--- src/audio_spi_pkg.sv ---
`default_nettype none

package audio_spi_pkg;

    ////////////////////////////////////////////////////////////////////////////
    // Sizes
    ////////////////////////////////////////////////////////////////////////////
    localparam int NUM_FILTERS    = 4;
    localparam int MAX_TAPS       = 32;
    localparam int FILT_W         = $clog2(NUM_FILTERS);   // 2
    localparam int TAP_W          = $clog2(MAX_TAPS);      // 5
    localparam int COEF_AW        = FILT_W + TAP_W;        // Flat coef memory address
    localparam int SPI_FRAME_BITS = 16;
    localparam int BIT_CNT_W      = $clog2(SPI_FRAME_BITS);

    typedef logic [6:0]        reg_addr_t;    // Register address, below the R/W flag
    typedef logic [7:0]        reg_data_t;
    typedef logic [15:0]       coef_t;        // {msb, lsb}
    typedef logic [FILT_W-1:0] filt_idx_t;
    typedef logic [TAP_W-1:0]  tap_idx_t;

    ////////////////////////////////////////////////////////////////////////////
    // Register map
    ////////////////////////////////////////////////////////////////////////////
    localparam reg_addr_t ADDR_AUD_CONTROL     = 7'h00;
    localparam reg_addr_t ADDR_STATUS          = 7'h01;  // Read only, from outside
    localparam reg_addr_t ADDR_TAPS_PER_FILTER = 7'h02;
    localparam reg_addr_t ADDR_FILTER_SEL      = 7'h03;
    localparam reg_addr_t ADDR_FIR_COEF_LSB    = 7'h04;  // Write only
    localparam reg_addr_t ADDR_FIR_COEF_MSB    = 7'h05;  // Write only, commits the pair
    localparam reg_addr_t ADDR_AUX             = 7'h06;
    localparam reg_addr_t ADDR_SRAM_CONTROL    = 7'h07;
    localparam reg_addr_t ADDR_SRAM_START_ADDR = 7'h08;
    localparam reg_addr_t ADDR_SPI_TO_SRAM     = 7'h09;
    localparam reg_addr_t ADDR_SRAM_TO_SPI     = 7'h0A;  // Read only
    localparam reg_addr_t ADDR_MPIO_CONTROL    = 7'h0B;
    localparam reg_addr_t ADDR_SPI_TO_MPIO     = 7'h0C;
    localparam reg_addr_t ADDR_MPIO_TO_SPI     = 7'h0D;  // Read only
    localparam reg_addr_t ADDR_EQ_GAIN_LSB     = 7'h0E;  // Write only
    localparam reg_addr_t ADDR_EQ_GAIN_MSB     = 7'h0F;  // Write only, commits the pair

    localparam reg_data_t READ_DEFAULT = 8'hC3;  // Unreadable or unmapped

    // Serial engine states
    typedef enum logic [1:0] {
        IDLE,   // cs high
        CMD,    // R/W flag and address
        DATA,   // Data byte
        DONE    // Frame complete, wait for cs
    } spi_state_t;

endpackage

`default_nettype wire

--- src/spi_bus_if.sv ---
`timescale 1ns/1ns
`default_nettype none

// Register access between serial engine and register bank
interface spi_bus_if;
    import audio_spi_pkg::*;

    logic      rd_stb;  // One clk, read frame after address byte
    logic      wr_stb;  // One clk, write frame after data byte
    reg_addr_t addr;    // Held until next frame
    reg_data_t wdata;
    reg_data_t rdata;   // Combinational from addr

    modport slave_mp (
        output rd_stb,
        output wr_stb,
        output addr,
        output wdata,
        input  rdata
    );

    // Bank decodes from addr alone, no use for rd_stb
    modport regs_mp (
        input  wr_stb,
        input  addr,
        input  wdata,
        output rdata
    );

endinterface

`default_nettype wire

--- src/audio_spi_top.sv ---
`timescale 1ns/1ns
`default_nettype none

// SPI control front end for the audio filter processor
module audio_spi_top (
    input  logic                     clk,
    input  logic                     rst_n,
    input  logic                     spi_cs,
    input  logic                     spi_clk,
    input  logic                     spi_mosi,
    output logic                     spi_miso,
    output logic                     spi_miso_oe,   // Stands in for a tri-state pad
    input  audio_spi_pkg::reg_data_t status,
    input  audio_spi_pkg::reg_data_t sram_to_spi_data,
    input  audio_spi_pkg::reg_data_t mpio_to_spi_data,
    input  audio_spi_pkg::filt_idx_t rd_filter,     // Filter datapath read port
    input  audio_spi_pkg::tap_idx_t  rd_tap,
    output audio_spi_pkg::coef_t     coef_rd,
    output audio_spi_pkg::coef_t     gain_rd,
    output audio_spi_pkg::reg_data_t audio_control,
    output audio_spi_pkg::reg_data_t taps_per_filter,
    output audio_spi_pkg::reg_data_t filter_sel,
    output audio_spi_pkg::reg_data_t aux,
    output audio_spi_pkg::reg_data_t sram_control,
    output audio_spi_pkg::reg_data_t sram_start_addr,
    output audio_spi_pkg::reg_data_t spi_to_sram,
    output audio_spi_pkg::reg_data_t mpio_control,
    output audio_spi_pkg::reg_data_t spi_to_mpio
);
    import audio_spi_pkg::*;

    reg_data_t coef_lsb;     // Bank to store
    reg_data_t coef_msb;
    reg_data_t eq_lsb;
    reg_data_t eq_msb;
    logic      coef_wr_stb;
    logic      eq_wr_stb;
    logic      sel_wr_stb;

    spi_bus_if bus ();

    spi_slave spi_slave_i (
        .clk, .rst_n, .spi_cs, .spi_clk, .spi_mosi, .spi_miso, .spi_miso_oe,
        .bus (bus.slave_mp)
    );

    spi_reg_bank spi_reg_bank_i (
        .clk, .rst_n,
        .bus (bus.regs_mp),
        .status, .sram_to_spi_data, .mpio_to_spi_data,
        .audio_control, .taps_per_filter, .filter_sel,
        .coef_lsb, .coef_msb, .eq_lsb, .eq_msb, .aux,
        .sram_control, .sram_start_addr, .spi_to_sram,
        .mpio_control, .spi_to_mpio,
        .coef_wr_stb, .eq_wr_stb, .sel_wr_stb
    );

    coef_store coef_store_i (
        .clk, .rst_n, .coef_wr_stb, .eq_wr_stb, .sel_wr_stb,
        .filter_sel, .taps_per_filter, .coef_lsb, .coef_msb, .eq_lsb, .eq_msb,
        .rd_filter, .rd_tap, .coef_rd, .gain_rd
    );

endmodule

`default_nettype wire

--- src/coef_store.sv ---
`timescale 1ns/1ns
`default_nettype none

// FIR coefficient and EQ gain memories with auto-incrementing tap pointer
module coef_store (
    input  logic                     clk,
    input  logic                     rst_n,
    input  logic                     coef_wr_stb,
    input  logic                     eq_wr_stb,
    input  logic                     sel_wr_stb,
    input  audio_spi_pkg::reg_data_t filter_sel,
    input  audio_spi_pkg::reg_data_t taps_per_filter,
    input  audio_spi_pkg::reg_data_t coef_lsb,
    input  audio_spi_pkg::reg_data_t coef_msb,
    input  audio_spi_pkg::reg_data_t eq_lsb,
    input  audio_spi_pkg::reg_data_t eq_msb,
    input  audio_spi_pkg::filt_idx_t rd_filter,
    input  audio_spi_pkg::tap_idx_t  rd_tap,
    output audio_spi_pkg::coef_t     coef_rd,
    output audio_spi_pkg::coef_t     gain_rd
);
    import audio_spi_pkg::*;

    coef_t            coef_mem [NUM_FILTERS*MAX_TAPS];  // {filter, tap}
    coef_t            gain_mem [NUM_FILTERS];
    filt_idx_t        wr_filter;
    tap_idx_t         tap_ptr;
    reg_data_t        tap_limit;   // Effective taps, 1..MAX_TAPS
    logic [COEF_AW:0] clr_cnt;     // MSB set when clear done
    logic             clearing;

    assign wr_filter = filter_sel[FILT_W-1:0];  // Low bits only
    assign tap_limit = (taps_per_filter == '0 || taps_per_filter > reg_data_t'(MAX_TAPS))
                     ? reg_data_t'(MAX_TAPS) : taps_per_filter;
    assign clearing  = !clr_cnt[COEF_AW];

    // Post-reset clear, one word per clk
    always_ff @(posedge clk) begin
        if (!rst_n)
            clr_cnt <= '0;
        else if (clearing)
            clr_cnt <= clr_cnt + 1'b1;
    end

    ////////////////////////////////////////////////////////////////////////////
    // Tap pointer
    ////////////////////////////////////////////////////////////////////////////
    always_ff @(posedge clk) begin
        if (!rst_n) begin
            tap_ptr <= '0;
        end else if (sel_wr_stb) begin
            tap_ptr <= '0;  // New filter starts at tap 0
        end else if (coef_wr_stb) begin
            if (reg_data_t'(tap_ptr) + 1'b1 >= tap_limit)
                tap_ptr <= '0;  // Wrap
            else
                tap_ptr <= tap_ptr + 1'b1;
        end
    end

    ////////////////////////////////////////////////////////////////////////////
    // Memories, write and registered read
    ////////////////////////////////////////////////////////////////////////////
    always_ff @(posedge clk) begin
        if (clearing) begin
            coef_mem[clr_cnt[COEF_AW-1:0]] <= '0;
            gain_mem[clr_cnt[FILT_W-1:0]]  <= '0;
        end else begin
            if (coef_wr_stb)
                coef_mem[{wr_filter, tap_ptr}] <= {coef_msb, coef_lsb};
            if (eq_wr_stb)
                gain_mem[wr_filter] <= {eq_msb, eq_lsb};
        end
        coef_rd <= coef_mem[{rd_filter, rd_tap}];  // 1 clk latency
        gain_rd <= gain_mem[rd_filter];
    end

    // Pointer stays inside the programmed taps, hence below MAX_TAPS
    assert property (@(posedge clk) disable iff (!rst_n)
        coef_wr_stb |=> (reg_data_t'(tap_ptr) < tap_limit));

endmodule

`default_nettype wire

--- src/spi_reg_bank.sv ---
`timescale 1ns/1ns
`default_nettype none

// Control register bank, read mux and coefficient strobes
module spi_reg_bank (
    input  logic                     clk,
    input  logic                     rst_n,
    spi_bus_if.regs_mp               bus,
    input  audio_spi_pkg::reg_data_t status,
    input  audio_spi_pkg::reg_data_t sram_to_spi_data,
    input  audio_spi_pkg::reg_data_t mpio_to_spi_data,
    output audio_spi_pkg::reg_data_t audio_control,
    output audio_spi_pkg::reg_data_t taps_per_filter,
    output audio_spi_pkg::reg_data_t filter_sel,
    output audio_spi_pkg::reg_data_t coef_lsb,
    output audio_spi_pkg::reg_data_t coef_msb,
    output audio_spi_pkg::reg_data_t eq_lsb,
    output audio_spi_pkg::reg_data_t eq_msb,
    output audio_spi_pkg::reg_data_t aux,
    output audio_spi_pkg::reg_data_t sram_control,
    output audio_spi_pkg::reg_data_t sram_start_addr,
    output audio_spi_pkg::reg_data_t spi_to_sram,
    output audio_spi_pkg::reg_data_t mpio_control,
    output audio_spi_pkg::reg_data_t spi_to_mpio,
    output logic                     coef_wr_stb,
    output logic                     eq_wr_stb,
    output logic                     sel_wr_stb
);
    import audio_spi_pkg::*;

    ////////////////////////////////////////////////////////////////////////////
    // Write decode
    ////////////////////////////////////////////////////////////////////////////
    always_ff @(posedge clk) begin
        if (!rst_n) begin
            audio_control   <= '0;
            taps_per_filter <= '0;
            filter_sel      <= '0;
            coef_lsb        <= '0;
            coef_msb        <= '0;
            eq_lsb          <= '0;
            eq_msb          <= '0;
            aux             <= '0;
            sram_control    <= '0;
            sram_start_addr <= '0;
            spi_to_sram     <= '0;
            mpio_control    <= '0;
            spi_to_mpio     <= '0;
        end else if (bus.wr_stb) begin
            case (bus.addr)
                ADDR_AUD_CONTROL:     audio_control   <= bus.wdata;
                ADDR_TAPS_PER_FILTER: taps_per_filter <= bus.wdata;
                ADDR_FILTER_SEL:      filter_sel      <= bus.wdata;
                ADDR_FIR_COEF_LSB:    coef_lsb        <= bus.wdata;
                ADDR_FIR_COEF_MSB:    coef_msb        <= bus.wdata;
                ADDR_EQ_GAIN_LSB:     eq_lsb          <= bus.wdata;
                ADDR_EQ_GAIN_MSB:     eq_msb          <= bus.wdata;
                ADDR_AUX:             aux             <= bus.wdata;
                ADDR_SRAM_CONTROL:    sram_control    <= bus.wdata;
                ADDR_SRAM_START_ADDR: sram_start_addr <= bus.wdata;
                ADDR_SPI_TO_SRAM:     spi_to_sram     <= bus.wdata;
                ADDR_MPIO_CONTROL:    mpio_control    <= bus.wdata;
                ADDR_SPI_TO_MPIO:     spi_to_mpio     <= bus.wdata;
                default: ;  // Read-only and unmapped writes dropped
            endcase
        end
    end

    ////////////////////////////////////////////////////////////////////////////
    // Read mux, sampled by the slave with rd_stb
    ////////////////////////////////////////////////////////////////////////////
    always_comb begin
        case (bus.addr)
            ADDR_AUD_CONTROL:     bus.rdata = audio_control;
            ADDR_STATUS:          bus.rdata = status;
            ADDR_TAPS_PER_FILTER: bus.rdata = taps_per_filter;
            ADDR_FILTER_SEL:      bus.rdata = filter_sel;
            ADDR_AUX:             bus.rdata = aux;
            ADDR_SRAM_CONTROL:    bus.rdata = sram_control;
            ADDR_SRAM_START_ADDR: bus.rdata = sram_start_addr;
            ADDR_SPI_TO_SRAM:     bus.rdata = spi_to_sram;
            ADDR_SRAM_TO_SPI:     bus.rdata = sram_to_spi_data;
            ADDR_MPIO_CONTROL:    bus.rdata = mpio_control;
            ADDR_SPI_TO_MPIO:     bus.rdata = spi_to_mpio;
            ADDR_MPIO_TO_SPI:     bus.rdata = mpio_to_spi_data;
            default:              bus.rdata = READ_DEFAULT;  // Coef and gain too
        endcase
    end

    // Store strobes, same cycle as the register update
    always_ff @(posedge clk) begin
        if (!rst_n) begin
            coef_wr_stb <= 1'b0;
            eq_wr_stb   <= 1'b0;
            sel_wr_stb  <= 1'b0;
        end else begin
            coef_wr_stb <= bus.wr_stb && (bus.addr == ADDR_FIR_COEF_MSB);  // MSB commits
            eq_wr_stb   <= bus.wr_stb && (bus.addr == ADDR_EQ_GAIN_MSB);
            sel_wr_stb  <= bus.wr_stb && (bus.addr == ADDR_FILTER_SEL);    // Restart taps
        end
    end

    // At most one store operation per cycle
    assert property (@(posedge clk) disable iff (!rst_n)
        $onehot0({coef_wr_stb, eq_wr_stb, sel_wr_stb}));

endmodule

`default_nettype wire

--- src/spi_slave.sv ---
`timescale 1ns/1ns
`default_nettype none

// SPI mode 0 slave, 16-bit frames, MSB first, oversampled in clk
module spi_slave (
    input  logic        clk,
    input  logic        rst_n,
    input  logic        spi_cs,
    input  logic        spi_clk,
    input  logic        spi_mosi,
    output logic        spi_miso,
    output logic        spi_miso_oe,
    spi_bus_if.slave_mp bus
);
    import audio_spi_pkg::*;

    logic [2:0]           sck_sync;   // Two sync flops plus one for edges
    logic [1:0]           cs_sync;
    logic [1:0]           mosi_sync;
    logic                 sck_rise;
    logic                 sck_fall;
    logic                 cs_low;
    logic                 mosi_bit;
    spi_state_t           state;
    logic [BIT_CNT_W-1:0] bit_cnt;    // Rising edges seen in frame
    logic [6:0]           shift_in;   // Eighth bit taken straight from mosi
    reg_data_t            shift_out;
    logic                 rd_flag;    // Latched R/W bit

    ////////////////////////////////////////////////////////////////////////////
    // Pin synchronizers and edge detect
    ////////////////////////////////////////////////////////////////////////////
    always_ff @(posedge clk) begin
        if (!rst_n) begin
            sck_sync  <= '0;
            cs_sync   <= '1;  // Deselected
            mosi_sync <= '0;
        end else begin
            sck_sync  <= {sck_sync[1:0], spi_clk};
            cs_sync   <= {cs_sync[0], spi_cs};
            mosi_sync <= {mosi_sync[0], spi_mosi};
        end
    end

    assign sck_rise = sck_sync[1] & ~sck_sync[2];
    assign sck_fall = ~sck_sync[1] & sck_sync[2];
    assign cs_low   = ~cs_sync[1];
    assign mosi_bit = mosi_sync[1];

    ////////////////////////////////////////////////////////////////////////////
    // Frame FSM, shift in and strobes
    ////////////////////////////////////////////////////////////////////////////
    always_ff @(posedge clk) begin
        if (!rst_n) begin
            state      <= IDLE;
            bit_cnt    <= '0;
            shift_in   <= '0;
            rd_flag    <= 1'b0;
            bus.rd_stb <= 1'b0;
            bus.wr_stb <= 1'b0;
            bus.addr   <= '0;
            bus.wdata  <= '0;
        end else begin
            bus.rd_stb <= 1'b0;  // Pulses
            bus.wr_stb <= 1'b0;
            if (!cs_low) begin
                state   <= IDLE;  // Also aborts a short frame
                bit_cnt <= '0;
            end else begin
                if (state == IDLE)
                    state <= CMD;
                if (sck_rise) begin
                    shift_in <= {shift_in[5:0], mosi_bit};
                    bit_cnt  <= bit_cnt + 1'b1;
                    case (state)
                        CMD: begin
                            if (bit_cnt == BIT_CNT_W'(SPI_FRAME_BITS / 2 - 1)) begin
                                state      <= DATA;
                                rd_flag    <= shift_in[6];  // First bit of frame
                                bus.addr   <= {shift_in[5:0], mosi_bit};
                                bus.rd_stb <= shift_in[6];
                            end
                        end
                        DATA: begin
                            if (bit_cnt == BIT_CNT_W'(SPI_FRAME_BITS - 1)) begin
                                state <= DONE;
                                if (!rd_flag) begin
                                    bus.wdata  <= {shift_in[6:0], mosi_bit};
                                    bus.wr_stb <= 1'b1;
                                end
                            end
                        end
                        default: ;  // Extra clocks after bit 16 ignored
                    endcase
                end
            end
        end
    end

    ////////////////////////////////////////////////////////////////////////////
    // Read data out on falling edges
    ////////////////////////////////////////////////////////////////////////////
    always_ff @(posedge clk) begin
        if (!rst_n) begin
            shift_out <= '0;
            spi_miso  <= 1'b0;
        end else if (bus.rd_stb) begin
            shift_out <= bus.rdata;  // Bank data valid with the strobe
        end else if (sck_fall && state == DATA) begin
            spi_miso  <= shift_out[7];  // MSB on 8th falling edge
            shift_out <= {shift_out[6:0], 1'b0};
        end
    end

    // Driven only for a read data byte, never with cs high
    assign spi_miso_oe = rd_flag && (state == DATA) && !spi_cs;

    // Read and write frames are exclusive
    assert property (@(posedge clk) disable iff (!rst_n) !(bus.rd_stb && bus.wr_stb));

    // Write only from a frame still selected at bit 16
    assert property (@(posedge clk) disable iff (!rst_n) bus.wr_stb |-> cs_low);

endmodule

`default_nettype wire

--- config.mk ---
export PLATFORM = sky130hd
export DESIGN_NAME = audio_spi_top
export DESIGN_NICKNAME = d
export VERILOG_FILES = /design/src/audio_spi_pkg.sv /design/src/spi_bus_if.sv /design/src/audio_spi_top.sv /design/src/coef_store.sv /design/src/spi_reg_bank.sv /design/src/spi_slave.sv
export SDC_FILE = /design/constraint.sdc
export NUM_CORES = 2
export LEC_CHECK = 0
export BUFFER_PORTS_ARGS = -buffer_cell sky130_fd_sc_hd__buf_2
export CAP_MARGIN = 20
export CORE_MARGIN = 2
export CORE_UTILIZATION = 25
export DETAILED_ROUTE_END_ITERATION = 10
export PLACE_DENSITY = 0.4
export SLEW_MARGIN = 10
export SYNTH_ARGS = -nofsm -noshare
export SYNTH_HDL_FRONTEND = slang
export SYNTH_SLANG_ARGS = --single-unit
export TNS_END_PERCENT = 10
--- constraint.sdc ---
create_clock -name clk -period 4 [get_ports clk]
set_input_delay 0.8 -clock clk [delete_from_list [all_inputs] [get_ports clk]]
set_output_delay 0.8 -clock clk [all_outputs]
set_load 0.05 [all_outputs]
==> run summary <==
The flow ran to the end, but the final reports show violations. The checks that failed: antenna rules. The number of warning messages in the yosys log is 0. The prevailing post-synth register cell is sky130_fd_sc_hd__edfxtp_1. The number of global-route vias before repair came out at 47,210.

TritonCTS built the clock tree. The switching power of the nets is 11.4 mW. The congestion estimate from routability-driven global placement came to 0.784. The type of element capturing the critical path is a flop. The count of flip-flops with a built-in enable after synthesis came out at 2,112. The cts-stage hold buffer count is 0. The final-report setup violation count is 0. The startpoint type of the worst setup path is a flop. On the final layout, the worst clock skew is 0.0486 ns. Summing all non-filler instances in the final layout gives an area of 106,000 sq um.

Along the worst path, the maximum fanout reaches 19. The post-route fraction of the period consumed by the critical path came out at 0.844. The detailed-route vias per instance came out at 4.59. The critical path goes through nand2_1, o21ai_0, buf_4, nand2_1, nor2_1, buf_4. The die boundary height came out at 600 microns. In this run the most critical hold path is launched from spi_mosi.

The relative contribution of sequential cells to total power is 0.507. After detailed routing, the average wire length per cell comes to 27.3 microns. The clock-pin slew on the worst setup and hold paths is ~0.06 ns. The launch point of the worst reg-to-reg path is coef_store_i.clr_cnt[7]. The number of cells in the design after placement came out at 9,576. The number of buffers and inverters on the critical path came out at 2. The core box area is between 300,000 and 400,000 sq um. The total clock sinks is 2,311.

The number of hold-slack violations in the final timing report is 0. The worst pin sits at a relative slew slack of 0.247. Synthesis produced a netlist whose cell count is 4,639. After detailed routing, the number of remaining DRC violations is 0. The pin slew with the least headroom to its limit came out at 1.13 ns.

The required time of the worst setup path is 4.56 ns. The highest clock rate came out at just under 300 MHz. The fraction of synthesis flops using an asynchronous set or reset pin is 0. In this run, synthesis produced a sequential element count of 2,311.

The effective utilization at floorplan came out at 0.252. The number of levels in the clock H-tree came out at 5. The final antenna-violating net count came out at 1.

The violation count after the first detailed-route iteration came out at 3,933. The kind of cell adding the most delay to the critical path is simple AND/OR/NAND/NOR gates. The total congestion overflow after global routing is 0. The total via count after detailed routing came out at 46,193. The insertion delay of the later-clocked pin in the worst-skew pair came out at 0.89 ns. The number of gates resized after CTS was 0. The number of nets in the synthesized netlist is 4,687. The summed negative setup slack over all endpoints came out at 0 ns.

The cell-internal power came out at 40.4 mW. The critical path launch point is coef_store_i.clr_cnt[7]. Setup repair after global routing left no endpoint under its margin. Of the cells placed in the final design, the portion with a size suffix greater than 1 is 0.261. The filler-free cell count of the finished design is 10,067. The buffer cell driving the clock tree root is sky130_fd_sc_hd__clkbuf_16. The count of TritonRoute iterations in the first routing pass came out at 5. The combined area of all synthesized cells came out at 88,800 sq um. The power per unit of standard cell area is 488 nW/um^2. VDD sags by at most 0.282 mV. After detailed placement, the total cell area comes to slightly below 100,000 sq um. The buffer count from post-CTS setup fixing came out at 0.

A synthesized cell averages 19.1 sq um. The buffer levels on the longest clock path is 4. The clock power share came out at 0.454. The total detailed-routing wirelength is 275,000 microns.

The count of different cell masters after synthesis came out at 61. The category of the most critical setup path is reg -> reg. The overall die area came out at 360,000 sq um. The pin count of the biggest net entering global routing is 113. The combinational fraction of design power is 0.039.

The post-synthesis to final-layout area growth came out at 19.4%. For the worst setup path, the data arrival time is just under 4 ns. The max-cap check violation count is 0. The number of max-slew violations in the final report is 0.

The count of fill cells added during filler insertion came out at 34,517. Summed over all nets, the half-perimeter wirelength after detailed placement is 168,000 microns. After the last flow step, the layout net total stands at a little over 5,000. The number of ports placed on the die boundary is 142.

The number of buffers inserted during clock tree synthesis is 266. Of the total power, the share spent switching nets is 0.220. The worst-path cell with the longest stage delay is sky130_fd_sc_hd__nor2_1. The type of the worst min-delay path is in -> reg. Counting I/O delays and the setup requirement, the final critical path takes 3.37 ns. In this design, the stage delay of the slowest critical-path cell is 0.96 ns. The horizontal extent of the die came out at around 600 microns. The count of input and output buffers is about 140. The first global-routing pass estimated between 300,000 and 400,000 microns of wire. The overall global routing resource usage came out at 0.151.

The share of synthesized area occupied by flip-flops and latches came out at 0.759. The cell leakage power came out at approximately 35 nW. The number of core rows is 218.

The initial antenna violation count came out at 9.
==> through the flow <==
step           power (mW)  setup slack [ns]  hold slack (ns)   util
2_1_floorplan        27.9             0.937            0.386      -
3_3_place_gp         28.8             0.228            0.413  0.277
3_5_place_dp         28.8             0.240            0.415  0.277
4_1_cts              52.5             0.531           0.0574  0.300
5_1_grt              53.4             0.430           0.0859  0.300
6_report             51.8             0.626            0.139  0.300
==> cells by family (layout without fill, tap and decap cells) <==
group           count (synthesis)  count (layout)  synth area share
flops                        2311            2311             0.759
mux                           766             766             0.143
simple gates                  702             702            0.0352
compound gates                546             546            0.0434
buf+inv                       290             975            0.0165
fa+ha+maj                      12              12           0.00169
xor+xnor                       12              12           0.00118
other cells                     0              13                 0
==> Yosys cell counts (29+ instances only) <==
| library cell | number | share of area |
|---|---|---|
| sky130_fd_sc_hd__buf_2 | 95 | 0.0054 |
| sky130_fd_sc_hd__o22ai_1 | 118 | 0.0083 |
| sky130_fd_sc_hd__buf_4 | 29 | 0.0025 |
| sky130_fd_sc_hd__clkbuf_1 | 130 | 0.0055 |
| sky130_fd_sc_hd__nand3_1 | 66 | 0.0037 |
| sky130_fd_sc_hd__dfxtp_1 | 199 | 0.045 |
| sky130_fd_sc_hd__a211oi_1 | 135 | 0.011 |
| sky130_fd_sc_hd__a21oi_1 | 58 | 0.0033 |
| sky130_fd_sc_hd__nand2_1 | 214 | 0.0090 |
| sky130_fd_sc_hd__and3_1 | 39 | 0.0027 |
| sky130_fd_sc_hd__nor2_1 | 281 | 0.012 |
| sky130_fd_sc_hd__a22oi_1 | 151 | 0.013 |
| sky130_fd_sc_hd__mux2i_1 | 360 | 0.041 |
| sky130_fd_sc_hd__edfxtp_1 | 2112 | 0.71 |
| sky130_fd_sc_hd__mux4_2 | 400 | 0.10 |
==> registers in the layout (all words and copies together), names as in the netlist, 16 cells and up <==
name,cells
coef_store_i.gain_rd,16
coef_store_i.coef_rd,16
coef_store_i.gain_mem,64
coef_store_i.coef_mem,2048
==> metal layers <==
layer  up-vias  wire length, microns  global-route usage
met1     24947                124000               0.209
met2      1009                133000               0.249
met4         0                  6790              0.0383
met3       340                 10800              0.0190
li1      19897                     -                   -
met5         -                     0                   0
==> layout make-up <==
class	count	area, sq um	area share
clock inverters	132	1140	0.0108
repair buffers	496	4130	0.0390
multi-input cells	2038	20200	0.191
flip-flops and latches	2311	67400	0.636
diodes	13	32.5	0.000307
well taps	4730	5920	0.0558
clock buffers	341	7150	0.0674
inverters	6	25.0	0.000236
==> power groups by stage <==
stage	Sequential [mW]	Clock (mW)	Combinational [mW]
floorplan	26.8	0	1.03
global placement	26.7	0	2.08
detailed placement	26.7	0	2.08
CTS	26.2	24.2	2.08
finish	26.2	23.5	2.03
global route	26.2	25.1	2.13
==> layout by cell type (no fill, tap or decap), types with 23 or more instances in the layout <==
cell,synthesis,final
sky130_fd_sc_hd__a211oi_1,135,135
sky130_fd_sc_hd__a21oi_1,58,58
sky130_fd_sc_hd__a22oi_1,151,151
sky130_fd_sc_hd__and3_1,39,23
sky130_fd_sc_hd__buf_12,0,55
sky130_fd_sc_hd__buf_2,95,139
sky130_fd_sc_hd__buf_4,29,292
sky130_fd_sc_hd__clkbuf_1,130,62
sky130_fd_sc_hd__clkbuf_16,0,273
sky130_fd_sc_hd__clkinv_1,1,57
sky130_fd_sc_hd__clkinv_2,0,33
sky130_fd_sc_hd__dfxtp_1,199,198
sky130_fd_sc_hd__edfxtp_1,2112,2112
sky130_fd_sc_hd__mux2i_1,360,360
sky130_fd_sc_hd__mux4_2,400,400
sky130_fd_sc_hd__nand2_1,214,214
sky130_fd_sc_hd__nand3_1,66,63
sky130_fd_sc_hd__nor2_1,281,204
sky130_fd_sc_hd__nor2_2,0,76
sky130_fd_sc_hd__o21ai_0,27,26
sky130_fd_sc_hd__o22ai_1,118,117
==> final timing paths <==
check	cells after the start	end	slack, ns
worst max-delay path	6	coef_store_i.coef_mem[116][5]	0.63
worst max register to register	6	coef_store_i.coef_mem[116][5]	0.63
worst min-delay path	2	spi_slave_i.mosi_sync[0]	0.14
worst min register to register	1	spi_slave_i.cs_sync[1]	0.43
(Power assumes the default switching activity.)
